`src/design/store_forward_pkg.sv`:
```
`default_nettype none

package store_forward_pkg;

    // Store buffer
    localparam int unsigned sb_depth = 8;                   // Entries and initial credits
    localparam int unsigned ptr_w = $clog2(sb_depth);
    localparam int unsigned cnt_w = $clog2(sb_depth + 1);

    // Data RAM
    localparam int unsigned ram_words = 256;
    localparam int unsigned idx_w = $clog2(ram_words);      // Word index, address bits 9:2

    localparam int unsigned seq_w = 16;

    // Store opcodes follow funct3
    typedef enum logic [2:0] {
        st_byte = 3'b000,
        st_half = 3'b001,
        st_word = 3'b010
    } store_op_e;

    // Load opcodes follow funct3
    typedef enum logic [2:0] {
        ld_byte   = 3'b000,
        ld_half   = 3'b001,
        ld_word   = 3'b010,
        ld_byte_u = 3'b100,
        ld_half_u = 3'b101
    } load_op_e;

endpackage

`default_nettype wire
```
`src/design/store_buffer.sv`:
```
`default_nettype none

module store_buffer (
    input  wire                                   clk,
    input  wire                                   rst_n,
    input  wire                                   flush,
    input  wire                                   store_valid,
    input  wire [31:0]                            store_addr,
    input  wire [31:0]                            store_data,
    input  wire store_forward_pkg::store_op_e     store_op,
    input  wire [store_forward_pkg::seq_w-1:0]    store_seq,
    input  wire                                   commit_valid,
    input  wire                                   load_valid,
    input  wire [31:0]                            load_addr,
    input  wire [store_forward_pkg::seq_w-1:0]    load_seq,
    output logic                                  store_credit,
    output logic                                  ram_wr_en,
    output logic [store_forward_pkg::idx_w-1:0]   ram_wr_addr,
    output logic [3:0]                            ram_wr_mask,
    output logic [31:0]                           ram_wr_data,
    output logic                                  fwd_valid,
    output logic [3:0]                            fwd_mask,
    output logic [31:0]                           fwd_data
);

    logic [store_forward_pkg::sb_depth-1:0] ent_valid;
    logic [store_forward_pkg::idx_w-1:0]    ent_idx  [store_forward_pkg::sb_depth];
    logic [3:0]                             ent_mask [store_forward_pkg::sb_depth];
    logic [31:0]                            ent_data [store_forward_pkg::sb_depth];
    logic [store_forward_pkg::seq_w-1:0]    ent_seq  [store_forward_pkg::sb_depth];

    logic [store_forward_pkg::ptr_w-1:0] head;
    logic [store_forward_pkg::ptr_w-1:0] tail;
    logic [store_forward_pkg::cnt_w-1:0] count;

    logic        store_ok;
    logic        commit_ok;
    logic [3:0]  new_mask;
    logic [31:0] new_data;
    logic [3:0]  lk_mask;
    logic [31:0] lk_data;

    assign store_ok  = store_valid && (count < store_forward_pkg::sb_depth);
    assign commit_ok = commit_valid && (count != 0);

    // Lane-aligned mask and data for the incoming store
    always_comb begin
        case (store_op)
            store_forward_pkg::st_byte: begin
                new_mask = 4'b0001 << store_addr[1:0];
                new_data = {4{store_data[7:0]}};
            end
            store_forward_pkg::st_half: begin
                new_mask = 4'b0011 << {store_addr[1], 1'b0};
                new_data = {2{store_data[15:0]}};
            end
            store_forward_pkg::st_word: begin
                new_mask = 4'b1111;
                new_data = store_data;
            end
            default: begin
                new_mask = 4'b0000;
                new_data = store_data;
            end
        endcase
    end

    always_ff @(posedge clk or negedge rst_n) begin
        if (!rst_n) begin
            head         <= '0;
            tail         <= '0;
            count        <= '0;
            ent_valid    <= '0;
            store_credit <= 1'b0;
        end else begin
            store_credit <= commit_ok && !flush;            // No credits back on flush
            if (flush) begin
                head      <= '0;
                tail      <= '0;
                count     <= '0;
                ent_valid <= '0;
            end else begin
                if (store_ok) begin
                    ent_valid[tail] <= 1'b1;
                    tail            <= tail + 1'b1;
                end
                if (commit_ok) begin
                    ent_valid[head] <= 1'b0;
                    head            <= head + 1'b1;
                end
                case ({store_ok, commit_ok})
                    2'b10:   count <= count + 1'b1;
                    2'b01:   count <= count - 1'b1;
                    default: count <= count;
                endcase
            end
        end
    end

    always_ff @(posedge clk) begin
        if (store_ok) begin
            ent_idx[tail]  <= store_addr[store_forward_pkg::idx_w+1:2];
            ent_mask[tail] <= new_mask;
            ent_data[tail] <= new_data;
            ent_seq[tail]  <= store_seq;
        end
    end

    // Commit drains the head entry
    assign ram_wr_en   = commit_ok;
    assign ram_wr_addr = ent_idx[head];
    assign ram_wr_mask = ent_mask[head];
    assign ram_wr_data = ent_data[head];

    // Oldest to youngest, so the youngest older store wins each lane
    always_comb begin
        logic [store_forward_pkg::ptr_w-1:0] slot;
        lk_mask = '0;
        lk_data = '0;
        slot    = head;
        for (int k = 0; k < store_forward_pkg::sb_depth; k++) begin
            if (ent_valid[slot] && ent_idx[slot] == load_addr[store_forward_pkg::idx_w+1:2] &&
                ent_seq[slot] < load_seq) begin
                for (int b = 0; b < 4; b++) begin
                    if (ent_mask[slot][b]) begin
                        lk_mask[b]         = 1'b1;
                        lk_data[8*b +: 8]  = ent_data[slot][8*b +: 8];
                    end
                end
            end
            slot = slot + 1'b1;
        end
    end

    always_ff @(posedge clk or negedge rst_n) begin
        if (!rst_n) begin
            fwd_valid <= 1'b0;
        end else begin
            fwd_valid <= load_valid;
        end
    end

    always_ff @(posedge clk) begin
        fwd_mask <= lk_mask;
        fwd_data <= lk_data;
    end

endmodule

`default_nettype wire

```
`config.mk`:
```
export PLATFORM = sky130hd
export DESIGN_NAME = store_buffer
export DESIGN_NICKNAME = d
export VERILOG_FILES = /design/src/design/store_forward_pkg.sv /design/src/design/store_buffer.sv
export SDC_FILE = /design/constraint.sdc
export NUM_CORES = 2
export LEC_CHECK = 0
export ABC_CLOCK_PERIOD_IN_PS = 7000
export BUFFER_PORTS_ARGS = -buffer_cell sky130_fd_sc_hd__buf_4
export CORE_ASPECT_RATIO = 1.5
export CORE_MARGIN = 2
export CORE_UTILIZATION = 57
export DETAILED_ROUTE_END_ITERATION = 8
export GPL_TIMING_DRIVEN = 0
export MAX_ROUTING_LAYER = met4
export PLACE_DENSITY_LB_ADDON = 0.1
export SKIP_LAST_GASP = 1
export SYNTH_ARGS = -nofsm -noshare
export SYNTH_HDL_FRONTEND = slang
export SYNTH_SLANG_ARGS = --single-unit
export TNS_END_PERCENT = 30
```
`constraint.sdc`:
```
create_clock -name clk -period 7 [get_ports clk]
set_input_delay 1.4 -clock clk [delete_from_list [all_inputs] [get_ports clk]]
set_output_delay 1.4 -clock clk [all_outputs]
set_load 0.01 [all_outputs]
```
==> flow_summary.toml <==
[run_status]
status = "finished with violations"
violations = "max-capacitance violations, max-slew violations, negative setup slack"

[synth]
syn_area_um2 = 41700
syn-num-nets = 3821
ys_seq_area_frac = 0.375
synth_edf_count = 480
synth.area.top_cells = "edfxtp_1 (35%), mux4_2 (21%), mux2i_1 (7.4%)"
synth_top_area_share = 0.346
synth-main-ff-cell = "edfxtp_1"
ys_ff_latch = 536
ys_types = 82
postSynthAreaPerCell_um2 = 11.7
syn_inst = 3553
ys_async_sr_fraction = 0.0373
yosysWarnings = 0
yosysTopAreaCell = "edfxtp_1"

[routing]
drtIter0Drc = 5994
via_per_inst = 7.85
num_vias = 37729
drt_pass1_iterations = 9
avgRoutedWirePerCell_um = 39.1
ant_nets = 0
drc = 0
wl_um = 188000

[critical_path]
reg2reg_depth = 23
r2r_end = "fwd_data[18]"
critPathKind = "reg -> reg"
start_kind = "flop"
r2r_slack_ns = -0.15
path_max_fanout = 19
required_ns = 7.54
crit_arrival_ns = 7.68
end_kind = "flop"
regToRegStartpoint = "head[1]"

[grt]
grt_use_met3 = 0.136
grt_max_degree = 29
grt.total_usage = 0.514
grt_busiest_layer = "met2"
gr-usage-met2 = 0.783
antenna_found_initial = 5
grt_util_met1 = 0.529
grt_pass1_vias = 37752
overflow = 0
grt_pass1_wl_um = 264000

[placed_design]
port_buffers = 166
place_ws_ns = -6.08
dpl.hpwl_um = 136000
gp_congestion = 1.07

[sta]
relSlewSlack = -0.0565
clock.fmax_ghz = 0.140
hold_viol_final = 0
grt_setup_unrepaired = "true"
drv_slew = 11
skew_ns = 0.0187
period_minus_slack_ns = 7.15
post-route-period-util = 1.02
setup_slack_ns = -0.148
setup_viol = 18
worst_slew_pin_slew_ns = 1.58

[floorplanning]
ios = 220
die_h_um = 335
initial_core_util = 0.575
row_count = 121
die_area_um2 = 75300
placeableCoreArea_um2 = 72500
dieWidth_um = 225

[cells_and_area]
nets = 4101
synthToLayoutAreaGrowth_pct = 15.8
drive_gt1_frac = 0.309

[clocking]
cts_buffers = 53
clkSinkCount = 536
worstSkewPairLatency_ns = 0.68
clockBufferDepth = 3
htree_levels = 2
root_buffer = "clkbuf_16"
clkSlewWorstSetupHoldPaths_ns = 0.07
tritoncts = "done"

[power]
p_seq_frac = 0.155
power_switching_w = 0.0128
pwr-share-comb = 0.721
switching_share = 0.508
intPower_w = 0.0123
p_leak_nw = 17.1
power_w = 0.0251
clkPwrFrac = 0.125
powerDensity_nw_per_um2 = 520
vdd_ir_drop_max_uv = 326

[run]
max_cap_viol_count = 1

[hold_path]
hold_path_class = "in -> async"
sequential cells by signal, summed over array words and instances, names as in the netlist:
register	cells
count	4
ent_data	256
ent_idx	64
ent_mask	32
ent_seq	128
ent_valid	8
fwd_data	32
fwd_mask	4
fwd_valid	1
head	3
store_credit	1
tail	3
power groups by stage:
stage          Sequential [W]  Combinational [W]  Clock, W
6_report              0.00389             0.0181   0.00313
4_1_cts               0.00387             0.0171   0.00312
3_3_place_gp          0.00398             0.0160         0
3_5_place_dp          0.00394             0.0164         0
5_1_grt               0.00390             0.0186   0.00322
2_1_floorplan         0.00390             0.0106         0
metal layers:
metal / share of wire / vias up
li1: - / 14557
met1: 0.30 / 17988
met2: 0.46 / 3703
met3: 0.12 / 1481
met4: 0.13 / 0
met5: 0 / -
cell usage after synthesis, types with 20 or more instances:
master    number
nand2_1      561
edfxtp_1     480
mux4_2       393
mux2i_1      308
nor2_1       203
mux2_2       185
a21oi_1      176
o21ai_0      174
ha_1         130
clkbuf_1     129
buf_2         64
nand3_1       62
buf_1         46
xnor2_1       46
a221oi_1      42
inv_1         42
dfxtp_1       36
a32o_1        32
nand4_1       30
and3_1        29
a21o_1        27
buf_4         25
nor3_1        25
o311ai_0      25
a211oi_1      24
dfrtp_1       20
cell usage in the layout (no fill, tap or decap), types with 11 or more instances in the layout:
cell type	n
mux4_2	393
mux2i_1	302
a211oi_1	20
buf_12	30
o311ai_0	22
nor3_1	20
ha_1	128
buf_8	12
o21ai_0	171
clkbuf_1	71
a32o_1	32
and3_1	29
nand4_1	30
a221oi_2	13
nand2b_1	12
xnor2_1	43
nor2_1	190
mux2_2	185
nor2b_1	19
buf_6	39
xor2_1	19
clkbuf_2	14
nor2_4	12
edfxtp_1	480
clkbuf_4	24
nand2_1	560
buf_1	24
clkbuf_16	57
buf_2	42
dfrtp_1	19
buf_4	229
nand3_1	58
a221oi_1	27
inv_1	41
a21oi_1	167
o211ai_1	11
dfxtp_1	36
clkbuf_8	15
a21o_1	27
worst max-delay path: stages, from the launching register on:
cell and delay (ns):
dfrtp_2 0.43, buf_6 0.18, clkinv_8 0.14, buf_8 0.21, clkbuf_16 0.22, ha_1 0.30, buf_2 0.20, clkinv_1 0.24
clkbuf_4 0.47, clkbuf_2 0.54, clkbuf_4 0.47, mux2i_1 0.37, ha_1 0.30, a21oi_1 0.15, nor2b_1 0.10, a2111oi_1 0.65
o21ai_0 0.25, a21oi_1 0.24, nand4_1 0.11, buf_4 0.22, a21o_1 0.30, nand3_4 0.28, nor2_1 0.12, a221oi_1 0.42
final cells by class:
class                      instances  area [um^2]
buffer                           245         1730
multi-input combinational       2699        25300
sequential                       536        15600
inverter                          46          189
tap                              922         1150
fill                            5269        24300
clock buffer                      66         1510
antenna                            9         22.5
timing repair buffer             252         2300
clock inverter                    34          408
kinds of logic after synthesis:
family                     Yosys count  share of synthesized area
AOI/OAI and AO/OA                  613                     0.0954
xor gates and xnor gates            68                     0.0150
adders and majority gates          131                     0.0395
buffers and inverters              319                     0.0345
DFF                                536                      0.375
muxes                              887                      0.337
and+or+nand+nor                    999                      0.104
worst max path at each step:
| stage | startpoint | end | slack, ns |
|---|---|---|---|
| floorplan | head[1] | fwd_mask[0] | 0.03 |
| global placement | store_valid | ent_data[0][20] | -6.27 |
| detailed placement | head[1] | fwd_data[14] | -6.08 |
| CTS | head[1] | fwd_data[18] | -0.02 |
| global route | head[2] | fwd_data[27] | -0.07 |
| finish | head[1] | fwd_data[18] | -0.15 |
per-stage QoR:
stage | hold slack (ns) | instances | TNS, ns | instance area, um^2 | util
finish | 0.599 | 4809 | -1.25 | 48300 | 0.665
global route | 0.628 | 4806 | -0.112 | 48300 | 0.665
CTS | 0.605 | 4792 | -0.0154 | 47900 | 0.661
detailed placement | 0.593 | 4680 | -206.59 | 44700 | 0.617
global placement | 0.539 | 4641 | -1771.69 | 44100 | 0.608
floorplan | 0.517 | 3553 | 0 | 41700 | -
repair_timing:
item / CTS / global route
pin swaps: 25 / 10
gates cloned: 1 / 1
setup buffers: 35 / 11
resized for setup: 323 / 59
endpoints found under the setup margin: 37 / 36
hold buffers: 0 / 0
Power figures use the tool's default switching activity.
