`src/design/store_forward_pkg.sv`:
```
`default_nettype none

package store_forward_pkg;

    // Store buffer
    localparam int unsigned sb_depth = 8;                   // Entries and initial credits
    localparam int unsigned ptr_w = $clog2(sb_depth);
    localparam int unsigned cnt_w = $clog2(sb_depth + 1);

    // Data RAM
    localparam int unsigned ram_words = 256;
    localparam int unsigned idx_w = $clog2(ram_words);      // Word index, address bits 9:2

    localparam int unsigned seq_w = 16;

    // Store opcodes follow funct3
    typedef enum logic [2:0] {
        st_byte = 3'b000,
        st_half = 3'b001,
        st_word = 3'b010
    } store_op_e;

    // Load opcodes follow funct3
    typedef enum logic [2:0] {
        ld_byte   = 3'b000,
        ld_half   = 3'b001,
        ld_word   = 3'b010,
        ld_byte_u = 3'b100,
        ld_half_u = 3'b101
    } load_op_e;

endpackage

`default_nettype wire
```
`src/design/load_merge.sv`:
```
`default_nettype none

module load_merge (
    input  wire                               clk,
    input  wire                               rst_n,
    input  wire                               load_valid,
    input  wire [1:0]                         load_addr_lo,
    input  wire store_forward_pkg::load_op_e  load_op,
    input  wire                               fwd_valid,
    input  wire [3:0]                         fwd_mask,
    input  wire [31:0]                        fwd_data,
    input  wire [31:0]                        ram_data,
    output logic                              load_resp_valid,
    output logic [31:0]                       load_resp_data,
    output logic                              load_resp_fwd
);

    store_forward_pkg::load_op_e op_q;
    logic [1:0]                  off_q;
    logic [31:0]                 merged;
    logic [31:0]                 shifted;
    logic [31:0]                 result;

    // Lines up with fwd_valid
    always_ff @(posedge clk) begin
        if (load_valid) begin
            op_q  <= load_op;
            off_q <= load_addr_lo;
        end
    end

    always_comb begin
        for (int b = 0; b < 4; b++) begin
            merged[8*b +: 8] = fwd_mask[b] ? fwd_data[8*b +: 8] : ram_data[8*b +: 8];
        end
    end

    assign shifted = merged >> {off_q, 3'b000};

    always_comb begin
        case (op_q)
            store_forward_pkg::ld_byte:   result = {{24{shifted[7]}}, shifted[7:0]};
            store_forward_pkg::ld_half:   result = {{16{shifted[15]}}, shifted[15:0]};
            store_forward_pkg::ld_byte_u: result = {24'h000000, shifted[7:0]};
            store_forward_pkg::ld_half_u: result = {16'h0000, shifted[15:0]};
            default:                      result = merged;     // Word load
        endcase
    end

    always_ff @(posedge clk or negedge rst_n) begin
        if (!rst_n) begin
            load_resp_valid <= 1'b0;
            load_resp_fwd   <= 1'b0;
        end else begin
            load_resp_valid <= fwd_valid;
            load_resp_fwd   <= fwd_valid && (|fwd_mask);
        end
    end

    always_ff @(posedge clk) begin
        load_resp_data <= result;
    end

endmodule

`default_nettype wire

```
`config.mk`:
```
export PLATFORM = sky130hd
export DESIGN_NAME = load_merge
export DESIGN_NICKNAME = d
export VERILOG_FILES = /design/src/design/store_forward_pkg.sv /design/src/design/load_merge.sv
export SDC_FILE = /design/constraint.sdc
export NUM_CORES = 1
export LEC_CHECK = 0
export BUFFER_PORTS_ARGS = -buffer_cell sky130_fd_sc_hd__buf_2
export CORE_ASPECT_RATIO = 1.25
export CORE_MARGIN = 8
export CORE_UTILIZATION = 44
export CTS_BUF_LIST = sky130_fd_sc_hd__clkbuf_16
export CTS_CLUSTER_SIZE = 30
export DETAILED_ROUTE_END_ITERATION = 12
export PLACE_DENSITY = 0.8
export SYNTH_ARGS = -nofsm -noshare
export SYNTH_HDL_FRONTEND = slang
export SYNTH_SLANG_ARGS = --single-unit
```
`constraint.sdc`:
```
create_clock -name clk -period 2.2 [get_ports clk]
set_clock_uncertainty 0.2 [all_clocks]
set_input_delay 0.44 -clock clk [delete_from_list [all_inputs] [get_ports clk]]
set_output_delay 0.44 -clock clk [all_outputs]
set_load 0.02 [all_outputs]
```
==> reports/results.tsv, run 1 <==
metric	value	unit
Hold Path Stages	1	
register area	841	um^2
Setup WS pre-CTS	-0.0534	ns
ANT nets after route	0	
die height	90.1	um
row cnt	27	
Num CTS Buffers	5	
worst endpoint required time	2.20	ns
Post CTS Setup Buffer Count	0	
CTS sink cnt	39	
total core area	0.00432	mm^2
Seq/Total Area, Yosys	43.5	%
DP Wirelength	5.15	mm
area of the mapped netlist	0.00193	mm^2
post-route core utilization	62.2	%
# port buffers	110	
GRT Residual Overflow	0	
share of cells above drive strength 1	56.7	%
Final Max Tran Viols	0	
Area growth syn-to-layout	39.3	%
post-route setup slack	0.230	ns
fmax	508	MHz
diode count	0	
Non-Filler Instances	347	
initial DRC count	124	
Multi-input gate area	983	um^2
initial antenna violation count	0	
via count	1814	
Max Cap Violations	0	
worst slew pin tran	0.490	ns
Ys Warns	0	
layout filler cell count	397	
Crit. Startpoint	fwd_mask[0]	
Worst Reg2Reg Path Length in Cells	3	
CTS Buffer Depth	2	
Leak Pwr	1.39	nW
Synth cell types	29	
TritonRoute pass-1 iters	4	
fin nets	365	
PwrDens	770	mW/mm^2
Worst R2R Start	off_q[1]	
status	complete, no violations	
# placed instances	338	
syn nets	249	
Final Power	2.07	mW
CTS root buffer	clkbuf_16	
largest net degree at the start of global routing	25	
CTS clk-pin slew, worst paths	0.05	ns
Synth async-reset ratio	5.13	%
Hold Worst Slack	0.0847	ns
Die X	75.3	um
most used flip-flop cell after synthesis	dfxtp_1	
fin area	0.00269	mm^2
wire per inst	18.2	um
Initial Util	44.7	%
vias in the first global route	1986	
CP arrival	1.97	ns
Max VDD drop	425	uV
final setup fails	0	
CTS tree	yes	
global-route wire length before repair	9.68	mm
crit-path max FO	24	
hold path start	fwd_valid	
crit path time final	1.97	ns
full die area	0.00678	mm^2
EDFF count, synth	5	
Tot GR Track Use	18.8	%
CP startpoint kind	input port	
slew margin rel.	67.0	%
htree depth	2	
I/O pin total	111	
Mapped Cells	172	
Skew-Pair Late Insertion Delay	0.28	ns
Post-Route WL	6.33	mm
CP Class	in2reg	
Synth Register Bits	39	
routability cong.	0.919	
Final Hold Viols	0	
DRC violations left	0	
Placed Area	0.00254	mm^2
Mean Syn Cell Area	11.2	um^2
Final TNS setup	0	ns
Via density	5.23	
HP Class	in2reg	
final period utilization	89.5	%
Critical Path End Type	flip-flop	
RSZ-0062 raised after global routing	false	
## synthesized netlist by cell type (all sizes together), types with 2 or more instances
master | n | share of area (%)
nand3 | 11 | 5.4
nor2 | 5 | 0.97
dfrtp | 2 | 2.6
o211ai | 10 | 5.2
nand2b | 2 | 0.65
mux2i | 21 | 11
clkbuf | 3 | 0.58
edfxtp | 5 | 7.8
o22ai | 8 | 2.6
o221ai | 4 | 1.8
nand2 | 16 | 3.1
a22oi | 14 | 5.4
dfxtp | 32 | 33
buf | 11 | 4.8
mux2 | 19 | 11
inv | 2 | 0.39
## layer usage
metal  wire [um]  global-route usage (%)  up-vias
li1            -                       -      877
met5           0                       0        -
met4         146                    7.40        0
met2        3410                    34.0       72
met1        2320                    19.0      854
met3         452                    5.56       11
## sequential cells by signal, summed over array words and instances, names as in the netlist
signal	count
load_resp_data	32
load_resp_fwd	1
load_resp_valid	1
off_q	2
op_q	3
## critical path, cell delays in order
cell and delay (ns):
buf_2 0.12, mux2i_1 0.15, mux4_2 0.48, or4_4 0.62, o211ai_1 0.17
## path summary, 6_finish.rpt
| path | slack, ns | endpoint |
|---|---|---|
| setup / recovery | 0.23 | load_resp_data[23] |
| hold / removal | 0.08 | load_resp_valid |
| setup reg to reg | 0.23 | load_resp_data[23] |
| hold reg to reg | 0.49 | load_resp_data[28] |
| max in group asynchronous | 1.42 | load_resp_fwd |
| min in group asynchronous | 0.28 | load_resp_valid |
## where the power goes
group	switching [mW]	internal, mW	leakage [nW]
Combinational	0.327	0.242	0.974
Sequential	0.0287	0.816	0.341
Clock	0.255	0.407	0.0776
## cell type report
type | instances | share of cell area, %
Clock buffer | 5 | 4.65
Clock inverter | 3 | 0.418
Inverter | 2 | 0.279
Multi-Input combinational cell | 117 | 36.5
Sequential cell | 39 | 31.2
Tap cell | 58 | 2.70
Timing Repair Buffer | 123 | 24.2
## cells by family (layout without fill, tap and decap cells)
logic type	Yosys count	in the layout	synth area share, %
buffers and inverters	16	133	5.76
AO/OA/AOI/OAI	39	39	16.3
flip-flops	39	39	43.5
AND/OR/NAND/NOR	37	37	11.3
multiplexers	41	41	23.1
## what timing repair did
| action | in CTS | in global routing |
|---|---|---|
| endpoints found under the hold margin | 2 | 0 |
| resized for setup | 0 | 0 |
| hold buffers | 1 | 0 |
## cell usage in the layout, fill, tap and decap left out, types with 5 or more instances in the layout
cell	instances
clkbuf_16	5
nand2_1	16
mux2i_1	20
nor2_1	5
a22oi_1	14
edfxtp_1	5
inv_1	5
mux2_2	19
o211ai_2	5
buf_2	110
dfxtp_1	32
nand3_2	10
o22ai_1	8
buf_4	12
o211ai_1	5
(Power assumes the default switching activity.)
==> run 2: changes to the inputs <==
--- a/config.mk
+++ b/config.mk
@@ -10,8 +10,8 @@
 export CORE_MARGIN = 8
 export CORE_UTILIZATION = 44
 export CTS_BUF_LIST = sky130_fd_sc_hd__clkbuf_16
-export CTS_CLUSTER_SIZE = 30
 export DETAILED_ROUTE_END_ITERATION = 12
+export MAX_ROUTING_LAYER = met4
 export PLACE_DENSITY = 0.8
 export SYNTH_ARGS = -nofsm -noshare
 export SYNTH_HDL_FRONTEND = slang
==> run 2 against run 1 <==
  * Design area rose by 0.51%
  * Via count unchanged
  * Critical path depth unchanged
  * Sequential power fell by 0.5%
  * First-iteration DRC count shrank 23%
  * Non-clock buffer count unchanged
  * Critical path type unchanged
  * Critical endpoint is now load_resp_data[31]
  * Largest power group unchanged
  * Highest routed layer unchanged
==> reports/results.tsv, run 2 (same netlist as run 1, synthesis figures left out) <==
metric	value	unit	change
Die X	75.3	um	unchanged
row cnt	27		unchanged
initial DRC count	95		-23%
commonest non-fill, non-tap cells in the layout	buf_2 (110), dfxtp_1 (32), mux2i_1 (20)		
post-route core utilization	62.6	%	+0.32 points
PwrDens	766	mW/mm^2	-0.62%
worst endpoint required time	2.20	ns	about the same
diode count	0		unchanged
final setup fails	0		unchanged
DP Wirelength	5.07	mm	-1.5%
Post-Route WL	6.10	mm	-3.7%
total core area	0.00432	mm^2	unchanged
Final Max Tran Viols	0		unchanged
CTS sink cnt	39		unchanged
CP arrival	1.98	ns	about the same
fin nets	365		unchanged
CTS tree	yes		
slew margin rel.	67.9	%	+0.88 points
via count	1814		unchanged
CTS root buffer	clkbuf_16		
# placed instances	338		unchanged
ANT nets after route	0		unchanged
largest net degree at the start of global routing	25		unchanged
DRC violations left	0		unchanged
max reg flops	32		unchanged
vias in the first global route	1911		-3.8%
crit path time final	1.98	ns	+0.0152 ns
Final Hold Viols	0		unchanged
routability cong.	0.894		-2.7%
Critical Path End Type	flip-flop		
HP Class	in2reg		
CP Class	in2reg		
I/O pin total	111		unchanged
Max Cap Violations	0		unchanged
Max VDD drop	444	uV	+4.5%
RSZ-0062 raised after global routing	false		
htree depth	2		unchanged
Non-Filler Instances	347		unchanged
biggest regs	load_resp_data x32, op_q x3, off_q x2		
Largest Register	load_resp_data		
Skew-Pair Late Insertion Delay	0.28	ns	about the same
GRT Residual Overflow	0		unchanged
CTS clk-pin slew, worst paths	0.05	ns	about the same
status	complete, no violations		
final period utilization	90.2	%	+0.69 points
share of cells above drive strength 1	57.1	%	+0.35 points
Tot GR Track Use	18.9	%	+0.068 points
Final Power	2.07	mW	-0.11%
global-route wire length before repair	9.47	mm	-2.2%
worst slew pin tran	0.477	ns	-0.0130 ns
initial antenna violation count	0		unchanged
CP startpoint kind	input port		
full die area	0.00678	mm^2	unchanged
Post CTS Setup Buffer Count	0		unchanged
Post-CTS Hold Buffers	1		unchanged
crit-path max FO	24		unchanged
Leak Pwr	1.40	nW	+0.35%
wire per inst	17.6	um	-3.7%
# port buffers	110		unchanged
Num CTS Buffers	5		unchanged
Area growth syn-to-layout	40.0	%	
commonest non-fill, non-tap cell in the layout	buf_2		
Post-CTS Resized	0		unchanged
die height	90.1	um	unchanged
TritonRoute pass-1 iters	4		unchanged
Via density	5.23		unchanged
fmax	504	MHz	-0.77%
Initial Util	44.7	%	unchanged
CTS Buffer Depth	2		unchanged
run 2: cell type report:
cell class	instances	area (um^2)
Clock inverter	3	12.5
Clock buffer	5	125
Multi-Input combinational cell	117	983
Tap cell	58	72.6
Timing Repair Buffer	123	663
Inverter	2	7.51
Sequential cell	39	841
Fill cell	394	1620
run 2: stage by stage:
step | cell area, um^2 | hold WS [ns] | setup slack [ns] | setup TNS [ns]
2_1_floorplan | 1940 | -0.0556 | 0.00263 | 0
3_3_place_gp | 2560 | 0.0241 | -0.0285 | -0.135
3_5_place_dp | 2560 | 0.0254 | -0.0590 | -0.311
4_1_cts | 2710 | 0.0831 | 0.223 | 0
5_1_grt | 2710 | 0.0863 | 0.187 | 0
6_report | 2710 | 0.0898 | 0.215 | 0
run 2: per-layer routing:
layer	wire (um)	GRT usage (%)
met1	2280	20.3
met2	3300	32.4
met3	419	4.56
met4	102	6.11
met5	0	-
run 2: worst paths after layout:
path	startpoint	end	slack [ns]	cells past startpoint
worst max-delay path	fwd_mask[2]	load_resp_data[31]	0.22	5
worst min-delay path	fwd_valid	load_resp_valid	0.09	1
worst max register to register	off_q[1]	load_resp_data[31]	0.23	3
worst min register to register	off_q[0]	load_resp_data[7]	0.49	2
max in group asynchronous	rst_n	load_resp_fwd	1.42	2
min in group asynchronous	rst_n	load_resp_valid	0.29	2
run 2: power breakdown:
| group | internal (mW) | leakage, nW | switching (mW) |
|---|---|---|---|
| registers | 0.815 | 0.341 | 0.0251 |
| clock network | 0.408 | 0.0762 | 0.252 |
| logic | 0.243 | 0.980 | 0.327 |
run 2: worst max-delay path, stage by stage:
cell and delay, ns:
buf_2 0.13, mux2i_2 0.15, mux4_2 0.46, or4_4 0.62, o211ai_1 0.17
